`src/hdl/motor_pkg.sv`:
```
package motor_pkg;

	// ==============================
	// widths
	// ==============================
	localparam int COUNT_W = 32;   // encoder position
	localparam int SPEED_W = 16;   // counts per tick
	localparam int DUTY_W  = 8;    // pwm resolution
	localparam int INTEG_W = 24;   // pi integrator
	localparam int IDX_W   = 3;    // up to 8 motors addressable

	typedef logic signed [COUNT_W-1:0] count_t;
	typedef logic signed [SPEED_W-1:0] speed_t;
	typedef logic signed [INTEG_W-1:0] integ_t;
	typedef logic        [DUTY_W-1:0]  duty_t;
	typedef logic        [IDX_W-1:0]   motor_idx_t;

	// encoder line filter
	typedef enum logic {
		DEB_STABLE   = 1'b0,
		DEB_SETTLING = 1'b1
	} deb_state_e;

	// host setpoint port, four-phase req/ack
	typedef enum logic [1:0] {
		HS_IDLE    = 2'd0,
		HS_ACKED   = 2'd1,
		HS_RELEASE = 2'd2
	} hs_state_e;

	// ==============================
	// defaults and loop constants
	// ==============================
	localparam int               DEF_NUM_MOTORS      = 6;
	localparam int               DEF_TICK_CYCLES     = 250000;    // 5 ms at 50 MHz
	localparam int               DEF_DEBOUNCE_CYCLES = 16;
	localparam logic [5:0]       DEF_MIRROR_MASK     = 6'b111000; // right side, motors 3..5
	localparam int               KP_SHIFT            = 2;
	localparam int               KI_SHIFT            = 4;
	localparam int               DUTY_MAX            = 255;

endpackage

```
`src/hdl/quad_decoder.sv`:
```
`timescale 1ns/1ps

module quad_decoder #(
	parameter int DEBOUNCE_CYCLES = motor_pkg::DEF_DEBOUNCE_CYCLES
) (
	input  logic              fpga_clk_50,
	input  logic              hps_fpga_reset_n,
	input  logic              enc_a,
	input  logic              enc_b,
	output motor_pkg::count_t count
);
	import motor_pkg::*;

	localparam int DCNT_W = $clog2(DEBOUNCE_CYCLES + 1);

	// bit 1 = line a, bit 0 = line b
	logic [1:0]        sync_q1;
	logic [1:0]        sync_q2;
	logic [1:0]        filt;        // debounced pair, resets low
	logic [1:0]        filt_prev;   // pair seen by the decoder one cycle ago
	deb_state_e        deb_state [2];
	logic [DCNT_W-1:0] deb_cnt [2];
	logic              step_up;
	logic              step_dn;

	// ==============================
	// two flop synchronizer
	// ==============================
	always_ff @(posedge fpga_clk_50 or negedge hps_fpga_reset_n)
	begin
		if (!hps_fpga_reset_n)
		begin
			sync_q1 <= '0;
			sync_q2 <= '0;
		end
		else
		begin
			sync_q1 <= {enc_a, enc_b};
			sync_q2 <= sync_q1;
		end
	end

	// per line stability filter
	// new level must be seen DEBOUNCE_CYCLES samples in a row
	always_ff @(posedge fpga_clk_50 or negedge hps_fpga_reset_n)
	begin
		if (!hps_fpga_reset_n)
		begin
			filt <= '0;
			for (int i = 0; i < 2; i++)
			begin
				deb_state[i] <= DEB_STABLE;
				deb_cnt[i]   <= '0;
			end
		end
		else
		begin
			for (int i = 0; i < 2; i++)
			begin
				case (deb_state[i])
					DEB_STABLE:
					begin
						if (sync_q2[i] != filt[i])
						begin
							deb_state[i] <= DEB_SETTLING;
							deb_cnt[i]   <= DCNT_W'(1);   // first sample of new level
						end
					end
					default:
					begin
						if (sync_q2[i] == filt[i])
							deb_state[i] <= DEB_STABLE;  // glitch, back to old level
						else if (deb_cnt[i] >= DCNT_W'(DEBOUNCE_CYCLES - 1))
						begin
							filt[i]      <= sync_q2[i];
							deb_state[i] <= DEB_STABLE;
						end
						else
							deb_cnt[i] <= deb_cnt[i] + 1'b1;
					end
				endcase
			end
		end
	end

	// ==============================
	// 4x decode
	// ==============================
	// a leading b: 00 -> 10 -> 11 -> 01 -> 00 counts up
	always_comb
	begin
		step_up = 1'b0;
		step_dn = 1'b0;
		case ({filt_prev, filt})
			4'b00_10, 4'b10_11, 4'b11_01, 4'b01_00: step_up = 1'b1;
			4'b10_00, 4'b11_10, 4'b01_11, 4'b00_01: step_dn = 1'b1;
			default: ;  // no move or double-bit jump
		endcase
	end

	always_ff @(posedge fpga_clk_50 or negedge hps_fpga_reset_n)
	begin
		if (!hps_fpga_reset_n)
		begin
			filt_prev <= '0;
			count     <= '0;
		end
		else
		begin
			filt_prev <= filt;
			if (step_up)
				count <= count + 1'b1;
			else if (step_dn)
				count <= count - 1'b1;
		end
	end

	// filtered line moves only after DEBOUNCE_CYCLES steady samples
	for (genvar i = 0; i < 2; i++)
	begin : g_line_chk
		for (genvar j = 1; j <= DEBOUNCE_CYCLES; j++)
		begin : g_hist
			assert property (@(posedge fpga_clk_50) disable iff (!hps_fpga_reset_n)
				$changed(filt[i]) |-> ($past(sync_q2[i], j) == filt[i]));
		end
	end

endmodule

```
`config.mk`:
```
export PLATFORM = sky130hd
export DESIGN_NAME = quad_decoder
export DESIGN_NICKNAME = d
export VERILOG_FILES = /design/src/hdl/motor_pkg.sv /design/src/hdl/quad_decoder.sv
export SDC_FILE = /design/constraint.sdc
export NUM_CORES = 1
export LEC_CHECK = 0
export ABC_AREA = 1
export BUFFER_PORTS_ARGS = -buffer_cell sky130_fd_sc_hd__clkbuf_2
export CELL_PAD_IN_SITES_DETAIL_PLACEMENT = 1
export CELL_PAD_IN_SITES_GLOBAL_PLACEMENT = 1
export CORE_MARGIN = 2
export CORE_UTILIZATION = 43
export DETAILED_ROUTE_END_ITERATION = 12
export GPL_ROUTABILITY_DRIVEN = 0
export GPL_TIMING_DRIVEN = 0
export PLACE_DENSITY = 0.8
export SYNTH_ARGS = -nofsm -noshare
export SYNTH_HDL_FRONTEND = slang
export SYNTH_SLANG_ARGS = --single-unit
```
`constraint.sdc`:
```
create_clock -name fpga_clk_50 -period 2.9 [get_ports fpga_clk_50]
set_input_delay 0.145 -clock fpga_clk_50 [delete_from_list [all_inputs] [get_ports fpga_clk_50]]
set_output_delay 0.145 -clock fpga_clk_50 [all_outputs]
set_load 0.02 [all_outputs]
```
==> flow_metrics.py, run 1 <==
metrics = {
    "clock_tree": {
        "clock_latency_ns": 0.33,
        "cts.sinks": 52,
        "clk_transition_reported_paths_ns": 0.12,
        "root_buffer": "clkbuf_8",
        "cts_setup_buffers": 0,
        "cts_max_level": 2,
        "cts_tree": "yes",
        "numCtsBuffers": 5,
        "cts.path.max_buffers": 2,
    },
    "global_routing": {
        "busiest_layer": "met2",
        "grtUsageMet2": 0.431,
        "grt_pass1_wl_um": 21800,
        "antenna_found_initial": 0,
        "grt_start_max_net_pins": 53,
        "grt-ovfl-total": 0,
        "use_met1": 0.307,
        "use_met3": 0.0239,
        "grt_pass1_vias": 4600,
        "track_usage": 0.239,
    },
    "synthesis": {
        "synth-compound-area-share": 0.0708,
        "yosys.area_share.simple": 0.375,
        "ys_seq_area_frac": 0.289,
        "synthDistinctLibCells": 32,
        "synth_xor_area_frac": 0.0408,
        "synth_mux_area_frac": 0.00500,
        "synth_nets": 737,
        "synth.area.top_cells": "dfrtp_1 (29%), nand2_1 (23%), inv_1 (10%)",
        "synth_top_family_by_area": "simple AND/OR/NAND/NOR gates",
        "synthCells": 698,
        "post-synth-top-area-fraction": 0.289,
        "syn_avg_cell_area_um2": 6.45,
        "synthAdderAreaFrac": 0.0989,
        "yosysWarningCount": 0,
        "synth_area_um2": 4500,
        "synth_top_cell_by_area": "dfrtp_1",
        "ys_ff_latch": 52,
    },
    "sta": {
        "fin_skew_ns": 0.0114,
        "max_freq_ghz": 0.361,
        "setup_viol": 0,
        "finalHoldViolations": 0,
        "fin_crit_sh": 0.955,
        "worst_slack_ns": 0.129,
        "period_minus_slack_ns": 2.77,
        "whs_ns": 0.369,
        "slew_viol_final": 0,
        "relSlewSlack": 0.537,
        "worst_pin_slew_ns": 0.695,
    },
    "floorplan": {
        "initial_core_util": 0.440,
        "io_pins": 36,
        "core_area_um2": 10200,
        "die-width_um": 106,
        "die_h_um": 106,
        "dieArea_um2": 11300,
        "rows": 37,
    },
    "placement": {
        "pre_cts_slack_ns": -0.695,
        "hpwl_um": 10200,
        "io_buffers": 35,
    },
    "critical_path": {
        "required_ns": 3.13,
        "reg2reg_depth": 11,
        "r2r_end": "count[28]",
        "r2r_start": "filt[1]",
        "critical_path_class": "reg2reg",
        "cp_max_fo": 16,
        "cp_slowest_cell": "dfrtp_1",
        "crit_chain": "xor2_4, nand2_4, fa_1, nand3_1, nand3_1, nand3_1, nand3_1, nand2_1, nand3_1, nand3_1, nand2_1",
        "path_common_cell": "nand3_1",
        "worstPathArrival_ns": 3.00,
        "cp-start-kind": "flop",
        "critPathMaxStageDelay_ns": 0.58,
        "endpoint_kind": "flop",
        "regToRegSetupSlack_ns": 0.13,
    },
    "hold_path": {
        "hp-start": "sync_q1[0]",
        "holdPathEnd": "sync_q2[0]",
        "min_path_cells": 0,
        "min_path_type": "reg2reg",
    },
    "routing": {
        "drt_first_pass_iters": 4,
        "drc_errors": 0,
        "wl_per_cell_um": 14.8,
        "vias": 4398,
        "viasPerCell": 4.99,
        "wl_um": 13000,
        "drtIter0Drc": 123,
        "drtAntennaViolNets": 0,
    },
    "cells_and_area": {
        "regArea_um2": 1300,
        "n_fill_cell": 1426,
        "area_growth_pct": 11.8,
        "nets": 783,
        "diodes": 0,
        "multiInputGateArea_um2": 2720,
        "drive_gt1_frac": 0.121,
    },
    "flow_run": {
        "max_cap_viol_count": 0,
    },
    "status": {
        "status": "finished clean",
    },
}
-- layout by cell type (no fill, tap or decap), types with 2 or more instances in the layout --
| cell | instances |
|---|---|
| inv_1 | 122 |
| a21oi_1 | 25 |
| clkbuf_8 | 5 |
| nand2_2 | 16 |
| dfrtp_1 | 52 |
| nand3_2 | 4 |
| nand2_1 | 274 |
| dlygate4sd3_1 | 3 |
| buf_6 | 6 |
| xor2_1 | 4 |
| nor3_1 | 3 |
| nand2_4 | 4 |
| nand3b_1 | 3 |
| xnor2_1 | 15 |
| o21ai_1 | 6 |
| mux2_2 | 2 |
| nand4_1 | 3 |
| nor2_1 | 46 |
| o21a_1 | 2 |
| o21ai_0 | 10 |
| clkbuf_2 | 34 |
| o22ai_1 | 2 |
| nand3_1 | 46 |
| o21bai_1 | 3 |
| o21ai_2 | 5 |
| inv_2 | 2 |
| ha_1 | 34 |
-- registers in the layout, indices dropped and copies added, names as in the netlist --
register / flops
count: 32
deb_cnt: 10
deb_state: 2
filt: 2
filt_prev: 2
sync_q1: 2
sync_q2: 2
-- repair_timing --
action,4_1_cts,5_1_grt
resized for setup,2,5
endpoints found under the setup margin,30,12
cloned,0,1
hold buffers,2,1
pin swaps,0,1
hold endpoints to repair,2,52
-- final cells by class --
class,instances,area share
inverter,125,0.0942
timing repair buffer,38,0.0413
tap,136,0.0338
multi-input combinational,516,0.540
sequential,52,0.258
clock buffer,5,0.0137
clock inverter,3,0.00547
buffer,6,0.0134
-- metal layers --
layer	vias up	part of all wire
li1	2237	-
met1	2113	0.48
met2	40	0.49
met3	8	0.017
met4	0	0.0094
met5	-	0
-- how the worst max path moves through the flow --
| stage | to | from | slack, ns | depth (start not counted) |
|---|---|---|---|---|
| 6_report | count[28] | filt[1] | 0.13 | 11 |
| 4_1_cts | count[28] | filt[0] | 0.07 | 11 |
| 3_3_place_gp | count[28] | filt[0] | -0.60 | 11 |
| 2_1_floorplan | count[31] | filt[0] | 0.28 | 13 |
| 5_1_grt | count[27] | filt[1] | -0.01 | 13 |
| 3_5_place_dp | count[28] | filt[0] | -0.70 | 11 |
-- Yosys cell counts --
library cell,n
nand2_1,275
inv_1,122
dfrtp_1,52
nand3_1,46
nor2_1,46
ha_1,34
a21oi_1,25
nand2_2,16
xnor2_1,16
o21ai_0,10
buf_6,6
o21ai_1,6
o21ai_2,5
xor2_1,5
nand3_2,4
nand3b_1,3
nand4_1,3
nor3_1,3
o21bai_1,3
inv_2,2
mux2_2,2
nand2_4,2
o21a_1,2
o22ai_1,2
a21o_1,1
fa_1,1
inv_6,1
nor2_2,1
nor2_4,1
nor3_2,1
o22ai_2,1
or2_4,1
-- cell families (layout without fill, tap and decap cells) --
group / count (synthesis) / in the layout
XOR/XNOR: 21 / 21
buffers and inverters: 131 / 177
AO/OA/AOI/OAI: 55 / 55
flip-flops: 52 / 52
multiplexers: 2 / 2
adder cells (fa/ha/maj): 35 / 35
AND/OR/NAND/NOR: 402 / 403
-- worst max-delay path, delay by kind of cell, from the launching register on --
kind / cells / cell delay, ns
DFF: 1 / 0.58
xor gates and xnor gates: 1 / 0.30
and+or+nand+nor: 9 / 1.26
adders and majority gates: 1 / 0.53
-- through the flow --
stage	instances	setup TNS [ns]	instance area, µm²	utilization
after global placement	869	-10.85	4850	0.474
final	881	0	5030	0.492
after floorplan	698	0	4500	-
after global routing	881	-0.0144	5030	0.492
after CTS	879	0	4970	0.486
after detailed placement	869	-13.53	4850	0.474
Power of run 1 is not shown: default switching activity piles up to over one toggle a cycle in this logic, so the estimate is an artifact.
==> run 2, diff against run 1 <==
--- a/config.mk
+++ b/config.mk
@@ -7,14 +7,15 @@
 export LEC_CHECK = 0
 export ABC_AREA = 1
 export BUFFER_PORTS_ARGS = -buffer_cell sky130_fd_sc_hd__clkbuf_2
+export CAP_MARGIN = 40
 export CELL_PAD_IN_SITES_DETAIL_PLACEMENT = 1
 export CELL_PAD_IN_SITES_GLOBAL_PLACEMENT = 1
 export CORE_MARGIN = 2
-export CORE_UTILIZATION = 43
+export CORE_UTILIZATION = 39
 export DETAILED_ROUTE_END_ITERATION = 12
 export GPL_ROUTABILITY_DRIVEN = 0
 export GPL_TIMING_DRIVEN = 0
-export PLACE_DENSITY = 0.8
+export PLACE_DENSITY_LB_ADDON = 0.1
 export SYNTH_ARGS = -nofsm -noshare
 export SYNTH_HDL_FRONTEND = slang
 export SYNTH_SLANG_ARGS = --single-unit
==> constraint.sdc (replaced) <==
create_clock -name fpga_clk_50 -period 2.5 [get_ports fpga_clk_50]
set_input_delay 0.125 -clock fpga_clk_50 [delete_from_list [all_inputs] [get_ports fpga_clk_50]]
set_output_delay 0.125 -clock fpga_clk_50 [all_outputs]
set_load 0.02 [all_outputs]
==> run 2 against run 1 <==
  * Clock-buffer cell count up 1
  * Sequential cell count unchanged
  * Non-clock buffer count up 9
  * Design area up 13%
  * Register-to-register slack worse by 0.02 ns
  * Setup slack worse by 0.018 ns
  * Clock skew down 0.0042 ns
  * Cell count up 2.0%
  * Die area up 9.9%
  * Sequential share of layout area down 2.9 points
  * Critical path type unchanged
==> flow_metrics.py, run 2 (synthesis gave the netlist of run 1 again) <==
metrics = {
    "clock_tree": {
        "clk_transition_reported_paths_ns": 0.08,
        "cts_tree": "yes",
        "root_buffer": "clkbuf_16",
        "clock_latency_ns": 0.31,
        "cts.sinks": 52,
        "numCtsBuffers": 5,
        "cts_max_level": 2,
        "cts.path.max_buffers": 2,
    },
    "cells_and_area": {
        "n_fill_cell": 1505,
        "diodes": 0,
        "drive_gt1_frac": 0.201,
        "nets": 794,
        "mostFrequentLayoutCell": "nand2_1",
        "top_register": "count",
        "most-common-layout-cells": "nand2_1 (270), inv_1 (122), dfrtp_1 (49), nand3_1 (43), nor2_1 (37)",
        "largest_register_ffs": 32,
        "design_area_um2": 5680,
        "regArea_um2": 1310,
        "area_growth_pct": 26.1,
        "post-route-util": 0.502,
        "largestRegisters": "count x32, deb_cnt x10",
        "multiInputGateArea_um2": 3170,
    },
    "routing": {
        "drt_first_pass_iters": 4,
        "wl_per_cell_um": 16.4,
        "vias": 4550,
        "met2_length_um": 7390,
        "dr.max_layer_used": "met4",
        "drc_errors": 0,
        "drtIter0Drc": 193,
        "wl_met1_um": 6800,
        "wl_met3_um": 399,
        "viasPerCell": 5.06,
        "drtAntennaViolNets": 0,
        "wl_um": 14800,
    },
    "floorplan": {
        "rows": 39,
        "dieArea_um2": 12400,
        "die_h_um": 111,
        "initial_core_util": 0.398,
        "core_area_um2": 11300,
        "io_pins": 36,
        "die-width_um": 111,
    },
    "sta": {
        "finalHoldViolations": 0,
        "whs_ns": 0.343,
        "worst_pin_slew_ns": 0.593,
        "setup_viol": 0,
        "fin_skew_ns": 0.00723,
        "grt_setup_unrepaired": "yes",
        "period_minus_slack_ns": 2.39,
        "max_freq_ghz": 0.419,
        "relSlewSlack": 0.605,
        "slew_viol_final": 0,
        "fin_crit_sh": 0.955,
    },
    "critical_path": {
        "worstPathArrival_ns": 2.60,
        "required_ns": 2.71,
        "r2r_end": "count[29]",
        "r2r_start": "filt_prev[0]",
        "reg2reg_depth": 13,
        "regToRegSetupSlack_ns": 0.11,
        "critical_path_class": "reg2reg",
        "cp-start-kind": "flop",
        "endpoint_kind": "flop",
        "cp_max_fo": 8,
    },
    "global_routing": {
        "grt-ovfl-total": 0,
        "grt_pass1_vias": 4699,
        "grt_start_max_net_pins": 34,
        "grt_pass1_wl_um": 23100,
        "antenna_found_initial": 0,
        "track_usage": 0.233,
    },
    "hold_path": {
        "min_path_type": "in2async",
    },
    "flow_run": {
        "max_cap_viol_count": 0,
    },
    "placement": {
        "hpwl_um": 10900,
        "dpl-instance-area_um2": 4880,
        "io_buffers": 35,
    },
    "status": {
        "status": "finished clean",
    },
}
==> run 2: through the flow <==
step                setup TNS [ns]  cells  setup slack [ns]
detailed placement          -12.27    877            -0.610
global route                -0.149    899           -0.0415
floorplan                        0    698             0.166
finish                           0    899             0.111
CTS                              0    893           0.00528
global placement             -9.08    876            -0.526
==> run 2: how the worst max path moves through the flow <==
stage / from / end / slack, ns / cells past startpoint
after CTS: filt[0] / count[28] / 0.005 / 12
after detailed placement: filt[0] / count[27] / -0.61 / 12
after floorplan: filt[0] / count[31] / 0.17 / 13
after global routing: filt[0] / count[26] / -0.04 / 15
after global placement: filt[0] / count[28] / -0.53 / 11
final: filt_prev[0] / count[29] / 0.11 / 13
==> run 2: area by class of cell <==
type / count / area share
Inverter: 125 / 0.0835
Clock buffer: 6 / 0.0227
Timing Repair Buffer: 47 / 0.0553
Multi-Input combinational cell: 518 / 0.558
Sequential cell: 52 / 0.230
Buffer: 6 / 0.0119
Tap cell: 143 / 0.0315
Clock inverter: 2 / 0.00683
==> run 2: layer usage <==
| layer | vias to the layer above | global-route usage |
|---|---|---|
| met5 | - | 0 |
| met4 | 0 | 0.0510 |
| met3 | 12 | 0.0283 |
| met1 | 2219 | 0.304 |
| met2 | 52 | 0.415 |
| li1 | 2267 | - |
==> run 2: worst max-delay path, cell delays in order, from the launching register on <==
cell and delay (ns):
dfrtp_2 0.46, xor2_4 0.21, buf_4 0.20, nand2_8 0.14, ha_2 0.42, nand2_1 0.11
nor2_1 0.18, nand2_1 0.11, nor2_1 0.14, nand2_2 0.08, nand2_1 0.07, nand2_1 0.05
nand3_1 0.07, nand2_1 0.05
==> run 2: timing repair <==
action / 4_1_cts / 5_1_grt
buffers inserted: 4 / 4
hold buffers: 3 / 0
endpoints found under the setup margin: 29 / 20
gates resized for setup: 12 / 67
cloned: 1 / 2
pin swaps: 3 / 5
hold endpoints to repair: 21 / 0
Power of run 2 is left out for the same reason.
==> run 3, diff against run 2 <==
--- a/config.mk
+++ b/config.mk
@@ -16,6 +16,7 @@
 export GPL_ROUTABILITY_DRIVEN = 0
 export GPL_TIMING_DRIVEN = 0
 export PLACE_DENSITY_LB_ADDON = 0.1
+export SETUP_SLACK_MARGIN = 0.3
 export SYNTH_ARGS = -nofsm -noshare
 export SYNTH_HDL_FRONTEND = slang
 export SYNTH_SLANG_ARGS = --single-unit
==> run 3 against run 2 <==
  * First-iteration DRC count decreased by 16%
  * Design area rose by 11%
  * Core utilization is 5.3 points higher
  * Non-clock buffer count rose by 20
  * Critical endpoint is now count[13]
  * Largest cell class unchanged
  * Highest routed layer unchanged
==> flow_metrics.py, run 3 (synthesis gave the netlist of run 1 again) <==
metrics = {
    "cells_and_area": {
        "drive_gt1_frac": 0.331,
        "top_register": "count",
        "area_growth_pct": 39.4,
        "largest_register_ffs": 32,
        "most-common-layout-cells": "nand2_1 (226), inv_1 (109), nand2_2 (50), dfrtp_1 (49), nand3_1 (36)",
        "mostFrequentLayoutCell": "nand2_1",
        "final_cells": 919,
        "nets": 814,
        "largestRegisters": "count x32, deb_cnt x10",
        "diodes": 0,
    },
    "sta": {
        "whs_ns": 0.362,
        "worst_pin_slew_ns": 0.665,
        "grt_setup_unrepaired": "yes",
        "slew_viol_final": 0,
        "relSlewSlack": 0.557,
        "setup_viol": 0,
        "max_freq_ghz": 0.419,
        "finalHoldViolations": 0,
        "fin_skew_ns": 0.00931,
        "period_minus_slack_ns": 2.39,
        "fin_crit_sh": 0.955,
    },
    "critical_path": {
        "cp-start-kind": "flop",
        "crit_start": "filt[1]",
        "reg2reg_depth": 13,
        "r2r_start": "filt[1]",
        "cp_max_fo": 8,
        "required_ns": 2.70,
        "endpoint_kind": "flop",
        "critical_path_class": "reg2reg",
        "worstPathArrival_ns": 2.59,
    },
    "placement": {
        "dp.cells": 877,
        "io_buffers": 35,
        "hpwl_um": 10500,
    },
    "clock_tree": {
        "cts.sinks": 52,
        "cts.path.max_buffers": 2,
        "numCtsBuffers": 5,
        "clock_latency_ns": 0.32,
        "cts_max_level": 2,
        "cts_tree": "yes",
        "clk_transition_reported_paths_ns": 0.08,
        "root_buffer": "clkbuf_16",
    },
    "routing": {
        "drtAntennaViolNets": 0,
        "drt_first_pass_iters": 4,
        "wl_per_cell_um": 17.5,
        "viasPerCell": 5.08,
        "wl_um": 16100,
        "vias": 4668,
        "drtIter0Drc": 163,
        "drc_errors": 0,
    },
    "hold_path": {
        "hp-start": "sync_q1[1]",
        "min_path_cells": 0,
        "min_path_type": "reg2reg",
    },
    "global_routing": {
        "antenna_found_initial": 0,
        "grt_pass1_wl_um": 24400,
        "grt_pass1_vias": 4824,
        "grt-ovfl-total": 0,
        "grt_start_max_net_pins": 32,
        "busiest_layer": "met2",
        "use_met3": 0.0283,
        "grtUsageMet2": 0.446,
        "track_usage": 0.251,
        "use_met1": 0.318,
    },
    "floorplan": {
        "io_pins": 36,
        "die_h_um": 111,
        "dieArea_um2": 12400,
        "die-width_um": 111,
        "initial_core_util": 0.398,
        "rows": 39,
        "core_area_um2": 11300,
    },
    "status": {
        "status": "finished clean",
    },
    "flow_run": {
        "max_cap_viol_count": 0,
    },
}
## run 3: cell type report
type	instances	area (µm²)
multi-input combinational	518	3590
clock buffer	6	129
buffer	6	67.6
clock inverter	2	38.8
fill	1399	5040
sequential	52	1310
tap	143	179
timing repair buffer	67	488
inverter	125	482
## run 3: stage by stage
step | util | setup TNS [ns] | area, µm² | worst slack [ns]
finish | 0.554 | 0 | 6280 | 0.112
global route | 0.554 | 0 | 6280 | 0.0159
CTS | 0.522 | 0 | 5910 | 0.213
detailed placement | 0.433 | -3.25 | 4900 | -0.298
global placement | 0.431 | -1.30 | 4880 | -0.195
floorplan | - | 0 | 4530 | 0.319
## run 3: repair_timing
item / CTS / global route
buffers inserted: 16 / 12
hold buffers: 3 / 0
pin swaps: 25 / 38
endpoints found under the setup margin: 29 / 28
gates resized for setup: 106 / 83
gates cloned: 3 / 0
endpoints found under the hold margin: 23 / 0
## run 3: per-layer routing
layer	share of wire	wire, µm
met1	0.44	7080
met2	0.51	8230
met3	0.027	441
met4	0.022	347
met5	0	0
## run 3: worst paths after layout
check / end / slack, ns
worst max-delay path: count[13] / 0.11
worst min-delay path: sync_q2[1] / 0.36
worst max register to register: count[13] / 0.11
worst min register to register: sync_q2[1] / 0.36
max in group asynchronous: filt[0] / 1.51
min in group asynchronous: count[15] / 0.37
## run 3: critical path: stages (launching register included)
cell     delay, ns
dfrtp_2       0.44
xor2_4        0.20
buf_12        0.18
nand2_8       0.13
ha_4          0.24
buf_6         0.12
or2_4         0.24
nand3_2       0.07
nand2_2       0.07
nand2_2       0.08
nand2_4       0.09
buf_6         0.14
xnor2_4       0.16
o21ai_1       0.09
Power of run 3 is left out for the same reason.
